File: src/hdl/tensor_defs.svh
//////////////////////////////////////////////////
// Widths and capacity of the tensor datapath
//////////////////////////////////////////////////

`ifndef TENSOR_DEFS_SVH
`define TENSOR_DEFS_SVH

// Element width, two's complement
`define TENSOR_DATA_WIDTH 16

// Largest length of any dimension
`define TENSOR_MAX_DIM 4

// Bits of one coordinate and of one length
`define TENSOR_INDEX_WIDTH 2
`define TENSOR_SIZE_WIDTH 3

// Elements per operand store, one full cube
`define TENSOR_DEPTH 64

`endif
File: src/hdl/tensor_ctrl_pkg.sv
//////////////////////////////////////////////////
// Contraction controller state encoding
//////////////////////////////////////////////////

package tensor_ctrl_pkg;

  // Job flow of the controller
  typedef enum logic [2:0] {
    IDLE,       // Waiting for start
    LOAD,       // Operands streaming in
    MULTIPLY,   // Issue one product
    ACCUMULATE, // Wait for product, add it
    EMIT,       // Drive one output element
    ADVANCE,    // Step k, j, i
    DONE        // Ready pulse visible
  } product_state_t;

endpackage

File: src/hdl/tensor_pkg.sv
//////////////////////////////////////////////////
// Datapath vector types and buffer address packing
//////////////////////////////////////////////////

`include "tensor_defs.svh"

package tensor_pkg;

  // One element, wraps modulo 2^16
  typedef logic [`TENSOR_DATA_WIDTH-1:0] data_t;

  // One coordinate, 0 to 3
  typedef logic [`TENSOR_INDEX_WIDTH-1:0] index_t;

  // One dimension length, 1 to 4
  typedef logic [`TENSOR_SIZE_WIDTH-1:0] size_t;

  // Store address, i in the top field and k in the bottom
  typedef logic [$clog2(`TENSOR_DEPTH)-1:0] addr_t;

  function automatic addr_t tensor_addr(index_t i, index_t j, index_t k);
    return {i, j, k};
  endfunction

endpackage

File: src/hdl/tensor_product_top.sv
//////////////////////////////////////////////////
// Contraction subsystem top level
//////////////////////////////////////////////////

`timescale 1ns/1ns

module tensor_product_top
  import tensor_pkg::*;
(
  input  logic  CLK,
  input  logic  RST,
  input  logic  start,
  input  size_t size_a_i,
  input  size_t size_a_j,
  input  size_t size_a_k,
  input  size_t size_b_i,
  input  size_t size_b_j,
  input  size_t size_b_k,
  input  logic  a_in_i_enable,
  input  logic  a_in_j_enable,
  input  logic  a_in_k_enable,
  input  data_t data_a_in,
  input  logic  b_in_i_enable,
  input  logic  b_in_j_enable,
  input  logic  b_in_k_enable,
  input  data_t data_b_in,
  output logic  ready,
  output logic  error,
  output logic  out_i_enable,
  output logic  out_j_enable,
  output logic  out_k_enable,
  output data_t data_out
);

  // Buffer control and read side
  logic   clear;
  logic   a_full;
  logic   b_full;
  index_t a_i;
  index_t a_j;
  index_t a_k;
  index_t b_i;
  index_t b_j;
  index_t b_k;
  data_t  a_data;
  data_t  b_data;

  // Lengths held for the job
  size_t  a_size_i;
  size_t  a_size_j;
  size_t  a_size_k;
  size_t  b_size_i;
  size_t  b_size_j;
  size_t  b_size_k;

  // Multiplier handshake
  logic   mul_start;
  logic   mul_ready;
  data_t  mul_a;
  data_t  mul_b;
  data_t  mul_data;

  tensor_product controller (
    .CLK(CLK),
    .RST(RST),
    .start(start),
    .size_a_i(size_a_i),
    .size_a_j(size_a_j),
    .size_a_k(size_a_k),
    .size_b_i(size_b_i),
    .size_b_j(size_b_j),
    .size_b_k(size_b_k),
    .a_full(a_full),
    .b_full(b_full),
    .mul_ready(mul_ready),
    .a_data(a_data),
    .b_data(b_data),
    .mul_data(mul_data),
    .ready(ready),
    .error(error),
    .clear(clear),
    .mul_start(mul_start),
    .a_i(a_i),
    .a_j(a_j),
    .a_k(a_k),
    .b_i(b_i),
    .b_j(b_j),
    .b_k(b_k),
    .a_size_i(a_size_i),
    .a_size_j(a_size_j),
    .a_size_k(a_size_k),
    .b_size_i(b_size_i),
    .b_size_j(b_size_j),
    .b_size_k(b_size_k),
    .mul_a(mul_a),
    .mul_b(mul_b),
    .out_i_enable(out_i_enable),
    .out_j_enable(out_j_enable),
    .out_k_enable(out_k_enable),
    .data_out(data_out)
  );

  // A operand, I x J x K
  tensor_buffer a_buffer (
    .CLK(CLK),
    .RST(RST),
    .clear(clear),
    .size_i(a_size_i),
    .size_j(a_size_j),
    .size_k(a_size_k),
    .in_i_enable(a_in_i_enable),
    .in_j_enable(a_in_j_enable),
    .in_k_enable(a_in_k_enable),
    .data_in(data_a_in),
    .rd_i(a_i),
    .rd_j(a_j),
    .rd_k(a_k),
    .data_rd(a_data),
    .full(a_full)
  );

  // B operand, I x M x K
  tensor_buffer b_buffer (
    .CLK(CLK),
    .RST(RST),
    .clear(clear),
    .size_i(b_size_i),
    .size_j(b_size_j),
    .size_k(b_size_k),
    .in_i_enable(b_in_i_enable),
    .in_j_enable(b_in_j_enable),
    .in_k_enable(b_in_k_enable),
    .data_in(data_b_in),
    .rd_i(b_i),
    .rd_j(b_j),
    .rd_k(b_k),
    .data_rd(b_data),
    .full(b_full)
  );

  scalar_multiplier multiplier (
    .CLK(CLK),
    .RST(RST),
    .start(mul_start),
    .data_a(mul_a),
    .data_b(mul_b),
    .ready(mul_ready),
    .data_out(mul_data)
  );

endmodule

File: src/hdl/tensor_product.sv
//////////////////////////////////////////////////
// Contraction controller with size check
// and wrapping accumulator
//////////////////////////////////////////////////

`timescale 1ns/1ns

module tensor_product
  import tensor_pkg::*;
  import tensor_ctrl_pkg::*;
(
  input  logic   CLK,
  input  logic   RST,
  input  logic   start,
  input  size_t  size_a_i,
  input  size_t  size_a_j,
  input  size_t  size_a_k,
  input  size_t  size_b_i,
  input  size_t  size_b_j,
  input  size_t  size_b_k,
  input  logic   a_full,
  input  logic   b_full,
  input  logic   mul_ready,
  input  data_t  a_data,
  input  data_t  b_data,
  input  data_t  mul_data,
  output logic   ready,
  output logic   error,
  output logic   clear,
  output logic   mul_start,
  output index_t a_i,
  output index_t a_j,
  output index_t a_k,
  output index_t b_i,
  output index_t b_j,
  output index_t b_k,
  output size_t  a_size_i,
  output size_t  a_size_j,
  output size_t  a_size_k,
  output size_t  b_size_i,
  output size_t  b_size_j,
  output size_t  b_size_k,
  output data_t  mul_a,
  output data_t  mul_b,
  output logic   out_i_enable,
  output logic   out_j_enable,
  output logic   out_k_enable,
  output data_t  data_out
);

  product_state_t state;

  // Output coordinates and inner index
  index_t i;
  index_t j;
  index_t k;
  index_t m;

  // Loop bounds from the latched lengths
  index_t last_i;
  index_t last_j;
  index_t last_k;
  index_t last_m;

  // Running sum for one output element
  data_t  acc;

  assign last_i = index_t'(a_size_i - 1'b1);
  assign last_j = index_t'(a_size_j - 1'b1);
  assign last_k = index_t'(b_size_k - 1'b1);
  assign last_m = index_t'(a_size_k - 1'b1);

  // A[i][j][m] and B[i][m][k]
  assign a_i = i;
  assign a_j = j;
  assign a_k = m;
  assign b_i = i;
  assign b_j = m;
  assign b_k = k;

  // Operands stay put while the multiplier runs
  assign mul_a = a_data;
  assign mul_b = b_data;

  //////////////////////////////////////////////////
  // Job FSM
  //////////////////////////////////////////////////

  always_ff @(posedge CLK or posedge RST) begin
    if (RST) begin
      state        <= IDLE;
      ready        <= 1'b0;
      error        <= 1'b0;
      clear        <= 1'b0;
      mul_start    <= 1'b0;
      out_i_enable <= 1'b0;
      out_j_enable <= 1'b0;
      out_k_enable <= 1'b0;
      data_out     <= '0;
      acc          <= '0;
      i            <= '0;
      j            <= '0;
      k            <= '0;
      m            <= '0;
      a_size_i     <= '0;
      a_size_j     <= '0;
      a_size_k     <= '0;
      b_size_i     <= '0;
      b_size_j     <= '0;
      b_size_k     <= '0;
    end else begin
      // Pulses last one cycle
      ready        <= 1'b0;
      error        <= 1'b0;
      clear        <= 1'b0;
      mul_start    <= 1'b0;
      out_i_enable <= 1'b0;
      out_j_enable <= 1'b0;
      out_k_enable <= 1'b0;

      case (state)
        // DONE also takes a start so jobs can run back to back
        IDLE, DONE: begin
          state <= IDLE;
          if (start) begin
            a_size_i <= size_a_i;
            a_size_j <= size_a_j;
            a_size_k <= size_a_k;
            b_size_i <= size_b_i;
            b_size_j <= size_b_j;
            b_size_k <= size_b_k;
            if (size_a_i != size_b_i || size_a_k != size_b_j) begin
              // Mismatch ends the job with no output
              ready <= 1'b1;
              error <= 1'b1;
              state <= DONE;
            end else begin
              clear <= 1'b1;
              state <= LOAD;
            end
          end
        end

        // Full flags are stale while clear is still high
        LOAD: begin
          if (!clear && a_full && b_full) begin
            i     <= '0;
            j     <= '0;
            k     <= '0;
            m     <= '0;
            acc   <= '0;
            state <= MULTIPLY;
          end
        end

        MULTIPLY: begin
          mul_start <= 1'b1;
          state     <= ACCUMULATE;
        end

        // Sum wraps modulo 2^16
        ACCUMULATE: begin
          if (mul_ready) begin
            acc <= acc + mul_data;
            if (m == last_m) begin
              state <= EMIT;
            end else begin
              m     <= m + 1'b1;
              state <= MULTIPLY;
            end
          end
        end

        // Row strobe on k == 0, slice strobe on j == k == 0
        EMIT: begin
          data_out     <= acc;
          out_k_enable <= 1'b1;
          out_j_enable <= (k == '0);
          out_i_enable <= (j == '0) && (k == '0);
          state        <= ADVANCE;
        end

        ADVANCE: begin
          acc   <= '0;
          m     <= '0;
          state <= MULTIPLY;
          if (k != last_k) begin
            k <= k + 1'b1;
          end else begin
            k <= '0;
            if (j != last_j) begin
              j <= j + 1'b1;
            end else begin
              j <= '0;
              if (i != last_i) begin
                i <= i + 1'b1;
              end else begin
                // Ready right after the final element
                ready <= 1'b1;
                state <= DONE;
              end
            end
          end
        end

        default: begin
          state <= IDLE;
        end
      endcase
    end
  end

  // Boundary strobes ride on an element strobe
  assert property (@(posedge CLK) disable iff (RST)
    (out_i_enable || out_j_enable) |-> out_k_enable);

endmodule

File: src/hdl/tensor_buffer.sv
//////////////////////////////////////////////////
// Operand store filled by enable strobes
//////////////////////////////////////////////////

`timescale 1ns/1ns

`include "tensor_defs.svh"

module tensor_buffer
  import tensor_pkg::*;
(
  input  logic   CLK,
  input  logic   RST,
  input  logic   clear,
  input  size_t  size_i,
  input  size_t  size_j,
  input  size_t  size_k,
  input  logic   in_i_enable,
  input  logic   in_j_enable,
  input  logic   in_k_enable,
  input  data_t  data_in,
  input  index_t rd_i,
  input  index_t rd_j,
  input  index_t rd_k,
  output data_t  data_rd,
  output logic   full
);

  data_t  mem [`TENSOR_DEPTH];

  // Coordinates of the last element written
  index_t cnt_i;
  index_t cnt_j;
  index_t cnt_k;

  // Coordinates of the element on the bus now
  index_t wr_i;
  index_t wr_j;
  index_t wr_k;

  logic   started;
  logic   first;
  logic   we;
  logic   last;

  //////////////////////////////////////////////////
  // Write position from the strobes
  //////////////////////////////////////////////////

  // A write in the clear cycle counts as the first element
  assign first = clear || !started;

  // Slice strobe bumps i, row strobe bumps j, else k steps
  always_comb begin
    wr_i = cnt_i;
    wr_j = cnt_j;
    wr_k = cnt_k + 1'b1;
    if (in_i_enable) begin
      wr_i = first ? '0 : cnt_i + 1'b1;
      wr_j = '0;
      wr_k = '0;
    end else if (in_j_enable) begin
      wr_j = cnt_j + 1'b1;
      wr_k = '0;
    end
  end

  // Strobes after the tensor is complete are dropped
  assign we   = in_k_enable && (clear || !full);
  assign last = (wr_i == index_t'(size_i - 1'b1)) &&
                (wr_j == index_t'(size_j - 1'b1)) &&
                (wr_k == index_t'(size_k - 1'b1));

  always_ff @(posedge CLK or posedge RST) begin
    if (RST) begin
      full    <= 1'b0;
      started <= 1'b0;
      cnt_i   <= '0;
      cnt_j   <= '0;
      cnt_k   <= '0;
    end else if (we) begin
      full    <= last;
      started <= 1'b1;
      cnt_i   <= wr_i;
      cnt_j   <= wr_j;
      cnt_k   <= wr_k;
    end else if (clear) begin
      full    <= 1'b0;
      started <= 1'b0;
      cnt_i   <= '0;
      cnt_j   <= '0;
      cnt_k   <= '0;
    end
  end

  always_ff @(posedge CLK) begin
    if (we) begin
      mem[tensor_addr(wr_i, wr_j, wr_k)] <= data_in;
    end
  end

  // Combinational read for the controller
  assign data_rd = mem[tensor_addr(rd_i, rd_j, rd_k)];

  // Host streams exactly one tensor per job
  assert property (@(posedge CLK) disable iff (RST) in_k_enable && !clear |-> !full);

  // Controller only arms the store with lengths that fit the cube
  assert property (@(posedge CLK) disable iff (RST)
    clear |-> size_i != '0 && size_i <= size_t'(`TENSOR_MAX_DIM) &&
              size_j != '0 && size_j <= size_t'(`TENSOR_MAX_DIM) &&
              size_k != '0 && size_k <= size_t'(`TENSOR_MAX_DIM));

endmodule

File: src/hdl/scalar_multiplier.sv
//////////////////////////////////////////////////
// Sequential shift-add multiplier, 16 steps
//////////////////////////////////////////////////

`timescale 1ns/1ns

`include "tensor_defs.svh"

module scalar_multiplier
  import tensor_pkg::*;
(
  input  logic  CLK,
  input  logic  RST,
  input  logic  start,
  input  data_t data_a,
  input  data_t data_b,
  output logic  ready,
  output data_t data_out
);

  // One step per multiplier bit
  localparam int CNT_W = $clog2(`TENSOR_DATA_WIDTH);
  localparam logic [CNT_W-1:0] LAST_STEP = CNT_W'(`TENSOR_DATA_WIDTH - 1);

  logic             busy;
  logic [CNT_W-1:0] count;
  data_t            mcand;
  data_t            mplier;
  data_t            product;

  //////////////////////////////////////////////////
  // Step sequencing
  //////////////////////////////////////////////////

  // Ready lands 17 cycles after start
  always_ff @(posedge CLK or posedge RST) begin
    if (RST) begin
      busy  <= 1'b0;
      ready <= 1'b0;
      count <= '0;
    end else begin
      ready <= 1'b0;
      if (start) begin
        busy  <= 1'b1;
        count <= '0;
      end else if (busy) begin
        count <= count + 1'b1;
        if (count == LAST_STEP) begin
          busy  <= 1'b0;
          ready <= 1'b1;
        end
      end
    end
  end

  //////////////////////////////////////////////////
  // Shift-add datapath
  //////////////////////////////////////////////////

  // Low 16 bits only, same as the wrapped signed product
  always_ff @(posedge CLK) begin
    if (start) begin
      mcand   <= data_a;
      mplier  <= data_b;
      product <= '0;
    end else if (busy) begin
      if (mplier[0]) begin
        product <= product + mcand;
      end
      mcand  <= mcand << 1;
      mplier <= mplier >> 1;
    end
  end

  // Held until the next start
  assign data_out = product;

  // A new operand pair only once the previous product is out
  assert property (@(posedge CLK) disable iff (RST) start |-> !busy);

endmodule

File: config.mk
export PLATFORM = sky130hd
export DESIGN_NAME = tensor_product_top
export DESIGN_NICKNAME = d
export VERILOG_FILES = /design/src/hdl/tensor_ctrl_pkg.sv /design/src/hdl/tensor_pkg.sv /design/src/hdl/tensor_product_top.sv /design/src/hdl/tensor_product.sv /design/src/hdl/tensor_buffer.sv /design/src/hdl/scalar_multiplier.sv
export VERILOG_INCLUDE_DIRS = /design/src /design/src/hdl
export SDC_FILE = /design/constraint.sdc
export NUM_CORES = 2
export LEC_CHECK = 0
export BUFFER_PORTS_ARGS = -buffer_cell sky130_fd_sc_hd__buf_4
export CORE_ASPECT_RATIO = 1.25
export CORE_MARGIN = 1
export CORE_UTILIZATION = 40
export CTS_BUF_LIST = sky130_fd_sc_hd__clkbuf_2
export DETAILED_ROUTE_END_ITERATION = 12
export GPL_TIMING_DRIVEN = 1
export HOLD_SLACK_MARGIN = 0.06
export PLACE_DENSITY = 0.67
export SLEW_MARGIN = 15
export SYNTH_ARGS = -nofsm -noshare
export SYNTH_HDL_FRONTEND = slang
export SYNTH_SLANG_ARGS = --single-unit
File: constraint.sdc
create_clock -name CLK -period 6.8 [get_ports CLK]
set_input_delay 0.68 -clock CLK [delete_from_list [all_inputs] [get_ports CLK]]
set_output_delay 0.68 -clock CLK [all_outputs]
set_load 0.02 [all_outputs]
==> flow_summary.yaml <==
timing:
  finalSetupTns_ps: 0
  slew-limit-headroom: 0.167
  fin_crit_ps: 3880
  tightest_slew_ps: 1250
  max_freq_ghz: 0.258
  skew_ps: 223
  setup_slack_ps: 2920
  rsz0062_at_grt: "false"
  slew_violations: 0
  holdWs_ps: 341
  setup_viol: 0
  finalCritPeriodShare: 0.570
  hold_viol: 0
floorplanning:
  core_um2: 214000
  die_x_um: 417
  initial_core_util: 0.403
  die_area_um2: 217000
  io_pins: 80
  rows: 190
  die_h_um: 521
cts:
  cts_buffers: 543
  cts_tree: "built"
  cts.repair.resized: 0
  clockRootBuffer: "clkbuf_2"
  cts_sinks: 2180
  clk_pin_slew_ps: 100
  insertion_delay_ps: 1900
  post-cts-setup-buffers: 0
  htreeDepth: 6
  cts_buffer_depth: 4
critical_path:
  endpoint_kind: "flip-flop"
  critPathKind: "primary input to flip-flop"
  crit_family: "buffers and inverters"
  crit_fanout: 16
  slowest_delay_ps: 980
  critPathLaunchType: "primary input"
  worst_ep_arrival_time_ps: 5220
  path_cells: "dlygate4sd3_1, dlygate4sd3_1, buf_4, nor2_1, dlygate4sd3_1, nand3_1, dlygate4sd3_1, nor2_1, nand2_1, nor2_2"
  cp.required_ps: 8140
  crit_top_cell: "dlygate4sd3_1"
  crit_buf_inv: 5
  slowest_stage: "nor2_2"
drt:
  wirelength_mm: 210
  num_vias: 45300
  drt-pass1-iter-count: 8
  ant_nets: 0
  via_per_inst: 5.48
  drc: 0
  wl_per_cell_um: 25.3
  drt_iter0_drc: 4585
pwr:
  power_mw: 31.8
  power.leakage_nw: 31.2
  ir_drop_v: 0.000257
  powerDensity_nw_per_um2: 327
place:
  dpl_worst_slack_ps: 2990
  gp_congestion: 0.882
  io_buffers: 77
  dpl.cell_count: 7227
  hpwl_mm: 119
yosys:
  synth_area_per_cell_um2: 19.9
  synthFlopType: "edfxtp_1"
  synth_cells: 4334
  synthesis.nets: 4428
  synth_edf_count: 2080
  ys_seq_area_frac: 0.753
  netlist_area_um2: 86200
  async_flop_share: 0.0385
  synth-seq-cells: 2180
  ys.warnings.count: 0
  synth_cell_type_count: 78
hold_path:
  hold_class: "primary input to flip-flop"
flow_run:
  maxCapViolCount: 0
outcome:
  outcome: "completed"
global_route:
  grt_pass1_vias: 46600
  grt_max_degree: 132
  track_usage: 0.192
  grt_overflow: 0
  antenna_found_initial: 10
  grt_pass1_wl_mm: 306
finish:
  final_common_cell: "edfxtp_1"
  drive_gt1_frac: 0.304
  multiInputGateArea_um2: 20100
  final_cells: 8275
  nets: 5146
  seqCellArea_um2: 64900
  area_growth_pct: 12.9
  final_cell_mix: "edfxtp_1 (2080), clkbuf_2 (768), mux4_2 (461)"
  final.fill_count: 18300
[worst reg2reg max path, cell delays in order (launching register included)]
cell	delay, ps
dfrtp_4	740
buf_4	770
nor2b_2	200
buf_4	320
a221oi_1	930
o22ai_1	190
o32a_1	330
[power by group]
group          internal [mW]  switching (mW)
registers               15.0           0.481
logic                   3.50            4.46
clock network           3.29            5.05
[routing by layer]
metal	up-vias	track usage	wire length, µm
met1	23500	0.238	79900
met2	1817	0.323	107000
met5	-	0	14
li1	19600	-	-
met3	385	0.0395	13800
met4	2	0.0914	9070
[repair_timing]
action	in CTS	in global routing
setup endpoints to repair	0	0
hold buffers	160	0
endpoints found under the hold margin	4194	0
[synth_stat cells, types with 12 or more instances]
library cell / count / area, µm²
a211oi_1: 20 / 150
a21oi_1: 89 / 445
a22o_1: 19 / 166
a22oi_1: 96 / 721
a31oi_1: 16 / 100
and3_1: 14 / 87.6
buf_1: 26 / 97.6
buf_2: 80 / 400
buf_4: 29 / 218
clkbuf_1: 89 / 334
dfrtp_1: 84 / 2100
dfxtp_1: 16 / 320
edfxtp_1: 2080 / 62500
ha_1: 33 / 413
inv_1: 20 / 75.1
mux2_2: 58 / 653
mux2i_1: 220 / 2200
mux4_2: 461 / 10400
nand2_1: 151 / 567
nand2b_1: 12 / 75.1
nand3_1: 81 / 405
nand4_1: 13 / 81.3
nor2_1: 220 / 826
nor2b_1: 29 / 181
nor3_1: 30 / 150
o21ai_0: 67 / 335
o22ai_1: 25 / 156
xnor2_1: 25 / 219
xor2_1: 13 / 114
[stage by stage]
stage / instance area, µm² / utilization
2_1_floorplan: 86200 / -
3_3_place_gp: 90700 / 0.423
3_5_place_dp: 90700 / 0.423
4_1_cts: 97400 / 0.455
5_1_grt: 97400 / 0.455
6_report: 97400 / 0.455
[logic make-up after synthesis]
kind of cell,after synthesis,synth area share
buf+inv,258,0.0146
fa+ha+maj,35,0.00525
compound gates,462,0.0364
mux,739,0.154
simple gates,622,0.0337
xor+xnor,38,0.00386
flops,2180,0.753
[sequential cells by signal (all words and copies together), names as in the netlist, 3 cells and up]
signal / cells
multiplier.data_out: 16
controller.state: 3
controller.data_out: 16
multiplier.mplier: 16
a_buffer.mem: 1024
multiplier.mcand: 16
b_buffer.mem: 1024
multiplier.count: 4
controller.acc: 16
[final timing paths]
kind	startpoint	to	slack, ps	depth (start not counted)
setup / recovery	b_in_i_enable	b_buffer.mem[17][9]	2920	10
setup reg to reg	controller.a_k[1]	multiplier.mplier[4]	3010	6
hold / removal	b_in_j_enable	b_buffer.cnt_j[1]	340	6
max in group asynchronous	RST	controller.a_k[0]	5260	6
hold reg to reg	multiplier.data_out[5]	multiplier.data_out[5]	500	2
min in group asynchronous	RST	controller.data_out[0]	600	6
[final cells by class]
| class | count | share of cell area |
|---|---|---|
| inverters | 23 | 0.000912 |
| diodes | 10 | 0.000257 |
| clock buffers | 768 | 0.0395 |
| flip-flops and latches | 2180 | 0.666 |
| well taps | 2880 | 0.0370 |
| clock inverters | 110 | 0.00658 |
| repair buffers | 408 | 0.0427 |
| multi-input cells | 1896 | 0.207 |
No activity file was read; power rests on OpenSTA's default activity.
